File: src/source/core_pkg.sv
////////////////////
// Shared definitions for the RV32 ALU pipeline
// Only OP, OP-IMM and LUI opcodes are decoded, others become bubbles
// Report window covers the argument registers a0 to a7
////////////////////
`default_nettype none

package core_pkg;

  localparam int XLEN     = 32;
  localparam int NUM_REGS = 32;

  typedef logic [XLEN-1:0] xlen_t;
  typedef logic [4:0]      reg_addr_t;
  typedef logic [31:0]     instr_t;
  typedef logic [6:0]      opcode_t;
  typedef logic [2:0]      funct3_t;

  // Supported major opcodes
  localparam opcode_t OPC_OP     = 7'b0110011;
  localparam opcode_t OPC_OP_IMM = 7'b0010011;
  localparam opcode_t OPC_LUI    = 7'b0110111;

  // funct3 encodings shared by OP and OP-IMM
  localparam funct3_t F3_ADD_SUB = 3'b000;
  localparam funct3_t F3_SLL     = 3'b001;
  localparam funct3_t F3_SLT     = 3'b010;
  localparam funct3_t F3_SLTU    = 3'b011;
  localparam funct3_t F3_XOR     = 3'b100;
  localparam funct3_t F3_SRL_SRA = 3'b101;
  localparam funct3_t F3_OR      = 3'b110;
  localparam funct3_t F3_AND     = 3'b111;

  typedef enum logic [3:0] {
    ALU_ADD,
    ALU_SUB,
    ALU_SLL,
    ALU_SLT,
    ALU_SLTU,
    ALU_XOR,
    ALU_SRL,
    ALU_SRA,
    ALU_OR,
    ALU_AND,
    ALU_PASS_B    // LUI, immediate goes straight through
  } alu_op_t;

  // Where an operand comes from
  typedef enum logic [1:0] {
    FWD_REGFILE,
    FWD_EX,
    FWD_WB
  } fwd_sel_t;

  // Writes to these registers are reported
  localparam reg_addr_t REPORT_REG_LO = 5'd10;
  localparam reg_addr_t REPORT_REG_HI = 5'd17;

endpackage

`default_nettype wire

File: src/source/stage_if.sv
////////////////////
// One pipeline stage bundle
// wb_bus uses only valid, rd, reg_write and result
////////////////////
`timescale 1ns/1ns
`default_nettype none

interface stage_if;
  import core_pkg::*;

  logic      valid;
  reg_addr_t rd;
  logic      reg_write;
  alu_op_t   alu_op;
  xlen_t     op_a;
  xlen_t     op_b;
  fwd_sel_t  sel_a;
  fwd_sel_t  sel_b;
  xlen_t     imm;
  logic      use_imm;
  xlen_t     result;

  modport producer (
    output valid, rd, reg_write, alu_op,
    output op_a, op_b, sel_a, sel_b, imm, use_imm,
    output result
  );

  modport consumer (
    input valid, rd, reg_write, alu_op,
    input op_a, op_b, sel_a, sel_b, imm, use_imm,
    input result
  );

endinterface

`default_nettype wire

File: src/source/decode_control.sv
////////////////////
// Decode stage taking one instruction per strobe with no back-pressure
// Execute hits capture the live ALU result here
// Writeback hits are resolved later in execute
////////////////////
`timescale 1ns/1ns
`default_nettype none

module decode_control (
  input  wire                 clock,
  input  wire                 i_rst_n,
  input  wire                 i_instr_valid,
  input  core_pkg::instr_t    i_instr,
  input  core_pkg::xlen_t     i_ex_result,
  stage_if.producer           ex_bus,
  stage_if.consumer           wb_bus,
  output core_pkg::reg_addr_t o_rs1,
  output core_pkg::reg_addr_t o_rs2,
  input  core_pkg::xlen_t     i_rs1_data,
  input  core_pkg::xlen_t     i_rs2_data
);
  import core_pkg::*;

  opcode_t   opcode;
  funct3_t   funct3;
  reg_addr_t rd;
  logic      alt;
  alu_op_t   alu_op;
  xlen_t     imm;
  logic      use_imm;
  logic      reg_write;
  fwd_sel_t  sel_a;
  fwd_sel_t  sel_b;

  function automatic alu_op_t alu_from_funct3(input funct3_t f3, input logic sub_sra);
    case (f3)
      F3_ADD_SUB: return sub_sra ? ALU_SUB : ALU_ADD;
      F3_SLL:     return ALU_SLL;
      F3_SLT:     return ALU_SLT;
      F3_SLTU:    return ALU_SLTU;
      F3_XOR:     return ALU_XOR;
      F3_SRL_SRA: return sub_sra ? ALU_SRA : ALU_SRL;
      F3_OR:      return ALU_OR;
      default:    return ALU_AND;
    endcase
  endfunction

  // Youngest producer wins
  function automatic fwd_sel_t pick_source(input reg_addr_t rs);
    if (ex_bus.valid && ex_bus.reg_write && ex_bus.rd == rs) begin
      return FWD_EX;
    end
    if (wb_bus.valid && wb_bus.reg_write && wb_bus.rd == rs) begin
      return FWD_WB;
    end
    return FWD_REGFILE;
  endfunction

  assign opcode = i_instr[6:0];
  assign rd     = i_instr[11:7];
  assign funct3 = i_instr[14:12];
  assign alt    = i_instr[30];
  assign o_rs1  = i_instr[19:15];
  assign o_rs2  = i_instr[24:20];

  always_comb begin
    alu_op    = ALU_ADD;
    imm       = {{20{i_instr[31]}}, i_instr[31:20]};
    use_imm   = 1'b0;
    reg_write = 1'b0;
    case (opcode)
      OPC_OP: begin
        alu_op    = alu_from_funct3(funct3, alt);
        reg_write = 1'b1;
      end
      OPC_OP_IMM: begin
        // Bit 30 only selects SRAI since ADDI has no subtract form
        alu_op    = alu_from_funct3(funct3, alt && funct3 == F3_SRL_SRA);
        use_imm   = 1'b1;
        reg_write = 1'b1;
      end
      OPC_LUI: begin
        alu_op    = ALU_PASS_B;
        imm       = {i_instr[31:12], 12'b0};
        use_imm   = 1'b1;
        reg_write = 1'b1;
      end
      default: begin
        reg_write = 1'b0;
      end
    endcase
    // x0 is never written
    if (rd == '0) begin
      reg_write = 1'b0;
    end
  end

  always_comb begin
    sel_a = pick_source(o_rs1);
    sel_b = pick_source(o_rs2);
  end

  always_ff @(posedge clock) begin
    if (!i_rst_n) begin
      ex_bus.valid     <= 1'b0;
      ex_bus.reg_write <= 1'b0;
    end else begin
      ex_bus.valid     <= i_instr_valid;
      ex_bus.reg_write <= reg_write;
    end
  end

  always_ff @(posedge clock) begin
    ex_bus.rd      <= rd;
    ex_bus.alu_op  <= alu_op;
    ex_bus.imm     <= imm;
    ex_bus.use_imm <= use_imm;
    ex_bus.sel_a   <= sel_a;
    ex_bus.sel_b   <= sel_b;
    ex_bus.op_a    <= (sel_a == FWD_EX) ? i_ex_result : i_rs1_data;
    ex_bus.op_b    <= (sel_b == FWD_EX) ? i_ex_result : i_rs2_data;
  end

  assign ex_bus.result = '0;

endmodule

`default_nettype wire

File: src/source/execute_unit.sv
////////////////////
// Execute stage, single-cycle ALU
// Writeback-stage sources come from the copy of the last written value
// Shift amounts use the low five bits only
////////////////////
`timescale 1ns/1ns
`default_nettype none

module execute_unit (
  input  wire             clock,
  input  wire             i_rst_n,
  stage_if.consumer       ex_bus,
  stage_if.producer       wb_bus,
  output core_pkg::xlen_t o_result
);
  import core_pkg::*;

  xlen_t    retired_result;
  xlen_t    opnd_a;
  xlen_t    opnd_b;
  logic [4:0] shamt;
  xlen_t    result;

  function automatic xlen_t resolve(input fwd_sel_t sel, input xlen_t decoded,
                                    input xlen_t retired);
    // Execute hits were already captured at decode
    if (sel == FWD_WB) begin
      return retired;
    end
    return decoded;
  endfunction

  assign opnd_a = resolve(ex_bus.sel_a, ex_bus.op_a, retired_result);
  assign opnd_b = ex_bus.use_imm ? ex_bus.imm :
                  resolve(ex_bus.sel_b, ex_bus.op_b, retired_result);
  assign shamt  = opnd_b[4:0];

  always_comb begin
    case (ex_bus.alu_op)
      ALU_ADD:    result = opnd_a + opnd_b;
      ALU_SUB:    result = opnd_a - opnd_b;
      ALU_SLL:    result = opnd_a << shamt;
      ALU_SLT:    result = {31'b0, $signed(opnd_a) < $signed(opnd_b)};
      ALU_SLTU:   result = {31'b0, opnd_a < opnd_b};
      ALU_XOR:    result = opnd_a ^ opnd_b;
      ALU_SRL:    result = opnd_a >> shamt;
      ALU_SRA:    result = xlen_t'($signed(opnd_a) >>> shamt);
      ALU_OR:     result = opnd_a | opnd_b;
      ALU_AND:    result = opnd_a & opnd_b;
      ALU_PASS_B: result = opnd_b;
      default:    result = '0;
    endcase
  end

  assign o_result = result;

  always_ff @(posedge clock) begin
    if (!i_rst_n) begin
      wb_bus.valid     <= 1'b0;
      wb_bus.reg_write <= 1'b0;
    end else begin
      wb_bus.valid     <= ex_bus.valid;
      wb_bus.reg_write <= ex_bus.reg_write;
    end
  end

  always_ff @(posedge clock) begin
    wb_bus.rd      <= ex_bus.rd;
    wb_bus.result  <= result;
    // Value that writeback commits on this same edge
    retired_result <= wb_bus.result;
  end

  // Operand fields are not carried past execute
  assign wb_bus.alu_op  = ALU_ADD;
  assign wb_bus.op_a    = '0;
  assign wb_bus.op_b    = '0;
  assign wb_bus.sel_a   = FWD_REGFILE;
  assign wb_bus.sel_b   = FWD_REGFILE;
  assign wb_bus.imm     = '0;
  assign wb_bus.use_imm = 1'b0;

endmodule

`default_nettype wire

File: src/source/register_file.sv
////////////////////
// 32 x 32 register file, two async reads, one sync write
// x0 reads as zero, contents are not reset
////////////////////
`timescale 1ns/1ns
`default_nettype none

module register_file (
  input  wire                 clock,
  input  core_pkg::reg_addr_t i_rs1,
  input  core_pkg::reg_addr_t i_rs2,
  output core_pkg::xlen_t     o_rs1_data,
  output core_pkg::xlen_t     o_rs2_data,
  input  wire                 i_we,
  input  core_pkg::reg_addr_t i_rd,
  input  core_pkg::xlen_t     i_wdata
);
  import core_pkg::*;

  xlen_t regs [NUM_REGS];

  assign o_rs1_data = (i_rs1 == '0) ? '0 : regs[i_rs1];
  assign o_rs2_data = (i_rs2 == '0) ? '0 : regs[i_rs2];

  always_ff @(posedge clock) begin
    if (i_we && i_rd != '0) begin
      regs[i_rd] <= i_wdata;
    end
  end

endmodule

`default_nettype wire

File: src/source/riscv_alu_core.sv
////////////////////
// Three-stage RV32 ALU core, decode, execute, writeback
// i_instr is taken whenever i_instr_valid is high, never refused
// Report lags the sampling edge by two cycles
////////////////////
`timescale 1ns/1ns
`default_nettype none

module riscv_alu_core (
  input  wire                 clock,
  input  wire                 i_rst_n,
  input  wire                 i_instr_valid,
  input  core_pkg::instr_t    i_instr,
  output logic                o_report_valid,
  output core_pkg::reg_addr_t o_report_reg,
  output core_pkg::xlen_t     o_report_data
);
  import core_pkg::*;

  reg_addr_t rs1;
  reg_addr_t rs2;
  xlen_t     rs1_data;
  xlen_t     rs2_data;
  xlen_t     ex_result;
  logic      rf_we;
  reg_addr_t rf_rd;
  xlen_t     rf_wdata;

  stage_if ex_bus ();
  stage_if wb_bus ();

  decode_control u_decode (
    .clock         (clock),
    .i_rst_n       (i_rst_n),
    .i_instr_valid (i_instr_valid),
    .i_instr       (i_instr),
    .i_ex_result   (ex_result),
    .ex_bus        (ex_bus.producer),
    .wb_bus        (wb_bus.consumer),
    .o_rs1         (rs1),
    .o_rs2         (rs2),
    .i_rs1_data    (rs1_data),
    .i_rs2_data    (rs2_data)
  );

  register_file u_regfile (
    .clock      (clock),
    .i_rs1      (rs1),
    .i_rs2      (rs2),
    .o_rs1_data (rs1_data),
    .o_rs2_data (rs2_data),
    .i_we       (rf_we),
    .i_rd       (rf_rd),
    .i_wdata    (rf_wdata)
  );

  execute_unit u_execute (
    .clock    (clock),
    .i_rst_n  (i_rst_n),
    .ex_bus   (ex_bus.consumer),
    .wb_bus   (wb_bus.producer),
    .o_result (ex_result)
  );

  writeback_unit u_writeback (
    .clock          (clock),
    .i_rst_n        (i_rst_n),
    .wb_bus         (wb_bus.consumer),
    .o_we           (rf_we),
    .o_rd           (rf_rd),
    .o_wdata        (rf_wdata),
    .o_report_valid (o_report_valid),
    .o_report_reg   (o_report_reg),
    .o_report_data  (o_report_data)
  );

endmodule

`default_nettype wire

File: src/source/writeback_unit.sv
////////////////////
// Writeback stage and peripheral report
// Report appears one cycle after the register write
////////////////////
`timescale 1ns/1ns
`default_nettype none

module writeback_unit (
  input  wire                 clock,
  input  wire                 i_rst_n,
  stage_if.consumer           wb_bus,
  output logic                o_we,
  output core_pkg::reg_addr_t o_rd,
  output core_pkg::xlen_t     o_wdata,
  output logic                o_report_valid,
  output core_pkg::reg_addr_t o_report_reg,
  output core_pkg::xlen_t     o_report_data
);
  import core_pkg::*;

  logic in_window;

  assign o_we    = wb_bus.valid && wb_bus.reg_write;
  assign o_rd    = wb_bus.rd;
  assign o_wdata = wb_bus.result;

  // a0 to a7
  assign in_window = (wb_bus.rd >= REPORT_REG_LO) && (wb_bus.rd <= REPORT_REG_HI);

  always_ff @(posedge clock) begin
    if (!i_rst_n) begin
      o_report_valid <= 1'b0;
    end else begin
      o_report_valid <= o_we && in_window;
    end
  end

  always_ff @(posedge clock) begin
    o_report_reg  <= wb_bus.rd;
    o_report_data <= wb_bus.result;
  end

endmodule

`default_nettype wire

File: config.mk
export PLATFORM = sky130hd
export DESIGN_NAME = riscv_alu_core
export DESIGN_NICKNAME = d
export VERILOG_FILES = /design/src/source/core_pkg.sv /design/src/source/stage_if.sv /design/src/source/decode_control.sv /design/src/source/execute_unit.sv /design/src/source/register_file.sv /design/src/source/riscv_alu_core.sv /design/src/source/writeback_unit.sv
export SDC_FILE = /design/constraint.sdc
export NUM_CORES = 2
export LEC_CHECK = 0
export ABC_AREA = 1
export BUFFER_PORTS_ARGS = -buffer_cell sky130_fd_sc_hd__buf_4
export CAP_MARGIN = 20
export CORE_MARGIN = 4
export CORE_UTILIZATION = 30
export DETAILED_ROUTE_END_ITERATION = 8
export SYNTH_ARGS = -nofsm -noshare
export SYNTH_HDL_FRONTEND = slang
export SYNTH_HIERARCHICAL = 1
export SYNTH_SLANG_ARGS = --single-unit
File: constraint.sdc
create_clock -name clock -period 4.9 [get_ports clock]
set_input_delay 0.245 -clock clock [delete_from_list [all_inputs] [get_ports clock]]
set_output_delay 0.245 -clock clock [all_outputs]
set_load 0.02 [all_outputs]
=== Yosys cells after proc, flatten, opt, wreduce, memory -nomap -nowiden ===
Memories as Yosys holds them, arrays and structs flattened.
Cells that the tools add are included.

* Flip-flop bits (word level): 189
* Bits in latches: 0
* Bits in writable memories: 1024
* ROM bits: 0
* Bits of input ports: 35
* Output and inout bits: 38
* Logic and storage cells: 116
* Memories: 1

* $add $sub $neg: 2
* Multiply operators: 0
* Divide/modulo/power cells: 0
* Magnitude comparators: 4
* Eq/ne operators: 27
* Shift operators: 3
* Mux-type cells: 38
* Bitwise gates (word level): 4
* Reductions and logical operators: 19

{| class="wikitable"
|+ Memory list
! memory !! words !! width !! read ports !! clocked after memory_dff !! wr ports !! RTL line !! RTL
|-
| u_regfile.regs || 32 || 32 || 2 || 0 || 1 || register_file.sv:20 || <nowiki>xlen_t regs [NUM_REGS];</nowiki>
|}

{| class="wikitable"
|+ Operator list
! cell !! count
|-
| case mux 32 bit (11 select lines) || 1
|-
| two-way mux 32 bit || 9
|-
| less-than comparator 32 bit || 2
|-
| case mux 4 bit (7 select lines) || 2
|-
| adder 32 bit || 1
|-
| AND 32 bit || 1
|-
| OR 32 bit || 1
|-
| left shift 32 x 5 -> 32 bit || 1
|-
| right shift 32 x 5 -> 32 bit || 1
|-
| >>> shifter 32 x 5 -> 32 bit || 1
|-
| subtractor 32 bit || 1
|-
| bitwise XOR 32 bit || 1
|-
| two-way mux 31 bit || 1
|-
| equality test 5 bit || 4
|-
| equality test 4 x 3 -> 1 bit, second input constant || 4
|-
| two-way mux 1 bit || 16
|-
| two-way mux 2 bit || 8
|-
| logical NOT 5 bit || 3
|-
| equality test 7 x 6 -> 1 bit, second input constant || 2
|-
| equality test 4 bit, second input constant || 3
|-
| case mux 4 bit (3 select lines) || 1
|-
| logical AND 1 bit || 10
|-
| equality test 3 bit, second input constant || 3
|-
| equality test 4 x 2 -> 1 bit, second input constant || 2
|-
| other kinds (14) || 18
|}

=== Logic depth before layout (Yosys ltp) ===
* Depth after elaboration: 8
* Depth in mapped cells: 28
* Mapped depth without buffers: 25

=== Hierarchy ===
Netlist, hierarchy kept.

{| class="wikitable"
|+ Modules (own cells, without submodules)
! module !! times used !! cells each !! area an instance (µm²)
|-
| register_file || 1 || 5972 || 51687.1
|-
| execute_unit || 1 || 2451 || 13563.0
|-
| decode_control || 1 || 544 || 4439.3
|-
| writeback_unit || 1 || 87 || 1091.0
|}

=== Worst setup path after synthesis ===
Ideal clock, no wire load.

* Kind: flip-flop to flip-flop
* From: register u_decode.ex_bus.use_imm
* To: register u_decode.ex_bus.op_a[31]
* Library setup time: 0.113 ns
* Arrival time: 2.952 ns
* Path slack: 1.835 ns
* Stages on the path, launching flop included: 21
* Buffers on the path: 5
* Clock period less this slack: 3.065 ns
* Path through: dfxtp_1 > inv_2 > buf_6 > buf_6 > buf_2 > buf_2 > o21ai_0 > inv_1 > ha_1 > clkbuf_1 > inv_1 > a21oi_1 > o21ai_0 > a21oi_1 > o21ai_0 > nor2_1 > nand3_1 > nand3_1 > nand4_1 > nand4_1 > nand2_1

* Word-level cells in the longest chain between the ends: 4
* Elaborated cells between the ends (all ways): 11

{| class="wikitable"
|+ Ends and longest elaborated chain
! element !! RTL line !! RTL
|-
| start, declared || stage_if.sv:25 || <nowiki>output op_a, op_b, sel_a, sel_b, imm, use_imm,</nowiki>
|-
| two-way mux 32 bit (*) || execute_unit.sv:34 || <nowiki>assign opnd_b = ex_bus.use_imm ? ex_bus.imm :</nowiki>
|-
| subtractor 32 bit (tied with other cells) || execute_unit.sv:41 || <nowiki>ALU_SUB: result = opnd_a - opnd_b;</nowiki>
|-
| case mux 32 bit (11 select lines) (*) || execute_unit.sv:39 || <nowiki>case (ex_bus.alu_op)</nowiki>
|-
| named net ex_result[31] || riscv_alu_core.sv:24 || <nowiki>xlen_t ex_result;</nowiki>
|-
| two-way mux 32 bit (*) || decode_control.sv:120 || <nowiki>ex_bus.op_a <= (sel_a == FWD_EX) ? i_ex_result : i_rs1_data;</nowiki>
|-
| end signal, assigned || decode_control.sv:120 ||
|-
| end, declared || stage_if.sv:25 ||
|}

Mark *: on every way through the listed nets, which the timed path passes. The rest lies on a longest branch.
A chain may end at the register's enable or synchronous reset.

=== Worst setup path in the final report ===
* From: register u_decode.ex_bus.sel_a[1]
* To: register u_decode.ex_bus.op_a[19]

* Word-level cells in the longest chain between the ends: 6
* Elaborated cells between the ends (all ways): 13

{| class="wikitable"
|+ Ends and longest elaborated chain
! element !! RTL line !! RTL
|-
| start, declared || stage_if.sv:25 ||
|-
| equality test 2 bit (*) || execute_unit.sv:27 || <nowiki>if (sel == FWD_WB) begin</nowiki>
|-
| two-way mux 1 bit (*) || execute_unit.sv:27 ||
|-
| two-way mux 32 bit (*) || execute_unit.sv:30 || <nowiki>return decoded;</nowiki>
|-
| subtractor 32 bit (tied with other cells) || execute_unit.sv:41 ||
|-
| case mux 32 bit (11 select lines) (*) || execute_unit.sv:39 ||
|-
| named net ex_result[19] || riscv_alu_core.sv:24 ||
|-
| two-way mux 32 bit (*) || decode_control.sv:120 ||
|}

Marked as above.

==> impl_metrics.toml <==
[placement]
gp_congestion = 1.01
portBuffers = 72
dpl.hpwl_mm = 193

[sta]
slew_headroom_pct = 19.7
fin_crit_ns = 4.65
hold_viol_final = 0
fmax_mhz = 215
post-route-period-util_pct = 94.8
rsz0062_at_grt = "no"
finClkSkew_ns = 0.0593
worstMarginPinSlew_ns = 1.19
report.final.slew_viol_count = 0
setup-tns-final_ns = 0
setup_violations = 0

[floorplanning]
fp.coreArea_um2 = 231000
rows = 176
die_area_um2 = 240000
die_w_um = 490
ios = 73
die_h_um = 490
start_util_pct = 30.2

[finish]
drive_gt1_share_pct = 7.08
nNetsFinal = 8922
largest_reg_flops = 1024
fillCellCount = 23600
regMostFlops = "u_regfile/regs"
regArea_um2 = 35200
multi_input_area_um2 = 30100
post-route-util_pct = 33.9
area_growth_pct = 12.2

[drt]
vias = 66500
drt_iter0_drc = 10100
routedWlPerCell_um = 25.2
drc = 0
first_pass_iters = 7
routed_wl_mm = 301
drtAntennaViolNets = 0
detail_route.vias_per_cell = 5.58

[global_routing]
antenna_found_initial = 22
grtUsageMet1_pct = 31.7
use_met2_pct = 36.5
gr-usage-met3_pct = 5.03
first_global_vias = 62500
busiest_layer = "met2"
grt_max_degree = 207
grt_usage_pct = 23.9
overflow = 0
grt_pass1_wl_mm = 429

[critical_path]
worstReg2RegEnd = "u_decode/ex_bus.op_a[19]"
cp-start-kind = "flip-flop"
path_class = "flip-flop to flip-flop"
startpoint = "u_decode/ex_bus.sel_a[1]"
required_ns = 5.59
cp.arrival_ns = 5.34
r2r_cells = 17
path_max_fanout = 37
r2r_setup_slack_ns = 0.25
critPathCapture = "u_decode/ex_bus.op_a[19]"
critPathCaptureType = "flip-flop"
timing.rr.start = "u_decode/ex_bus.sel_a[1]"

[cts]
clk_pin_slew_ns = 0.06
cts_resized = 0
clkSinkCount = 1245
clock_latency_ns = 0.82
root_buffer = "clkbuf_16"
htreeDepth = 4
cts_max_path_buffers = 3
cts_tree = "yes"
cts_buffers = 142

[status]
outcome = "finished, final reports clean"

[synthesis]
syn_area_per_cell_um2 = 7.82
syn_area_um2 = 69700
ys_warn_count = 6
synthesis.instances = 8915

[min_path]
hp-class = "input port to flip-flop"

[power_and_ir_drop]
leakage_nw = 32.2
ir_drop_mv = 0.261
powerDensity_nw_per_um2 = 403

[run]
maxCapViolCount = 0
[layout by cell type, fill, tap and decap left out, types with 41 or more instances in the layout]
cell type	instances
a21oi_1	279
buf_4	244
clkbuf_16	145
dfxtp_1	211
edfxtp_1	1024
ha_1	97
inv_1	424
nand2_1	3009
nand3_1	1362
nand4_1	94
nor2_1	883
nor2_4	41
o211ai_1	42
o21ai_0	510
o21ai_1	73
[cell type report]
cell class / instances / area share [%]
diodes: 6 / 0.0192
repair buffers: 313 / 3.60
well taps: 3026 / 4.84
multi-input cells: 6630 / 38.4
flip-flops and latches: 1245 / 45.0
inverters: 456 / 2.25
clock buffers: 192 / 4.97
clock inverters: 65 / 0.910
[per-layer routing]
metal / vias to the layer above / share of wire [%]
met1: 31900 / 39
met2: 4373 / 44
met5: - / 0.0086
met4: 4 / 5.8
met3: 818 / 11
li1: 29500 / -
[where the power goes]
group	total [mW]	internal (mW)	switching (mW)
combinational	6.86	1.69	5.16
clock	10.6	5.97	4.65
sequential	14.1	13.1	0.999
total	31.5	20.7	10.8
[through the flow]
step	setup WS (ns)	power [mW]	instance area, um2	hold WS, ns	std cells
global placement	0.368	20.8	73200	0.345	11600
floorplan	1.84	17.6	69900	0.273	8946
finish	0.253	31.5	78200	0.0267	11900
CTS	0.355	31.4	78200	0.0211	11900
detailed placement	0.370	20.8	73200	0.343	11600
global route	0.0158	32.6	78200	0.0613	11900
[worst min path at each step]
stage,startpoint,end,slack (ns),cells after the start
detailed placement,u_execute/wb_bus.result[14],u_execute/retired_result[14],0.34,0
finish,i_instr[18],u_decode/ex_bus.imm[18],0.03,4
global route,i_instr[18],u_decode/ex_bus.imm[18],0.06,4
floorplan,i_instr[31],u_decode/ex_bus.imm[31],0.27,0
global placement,u_execute/wb_bus.result[14],u_execute/retired_result[14],0.34,0
CTS,i_instr[18],u_decode/ex_bus.imm[18],0.02,4
[timing repair]
item,in CTS,in global routing
buffers inserted,0,0
hold buffers,37,0
hold endpoints to repair,41,0
[worst max-delay path, cell delays in order (launching register included)]
cell and delay (ns):
dfxtp_1 0.42, nand2_4 0.35, o21ai_2 0.69, inv_1 0.18
ha_1 0.43, nor2_1 0.25, nand2_1 0.22, nor4_1 0.60
nand3_1 0.23, nand3_1 0.15, nand2_1 0.05, nand3_1 0.08
nand2_1 0.07, nor2_1 0.10, buf_4 0.18, nand4_1 0.25
nand4_1 0.18, nand2_1 0.06
Power figures use the tool's default switching activity.
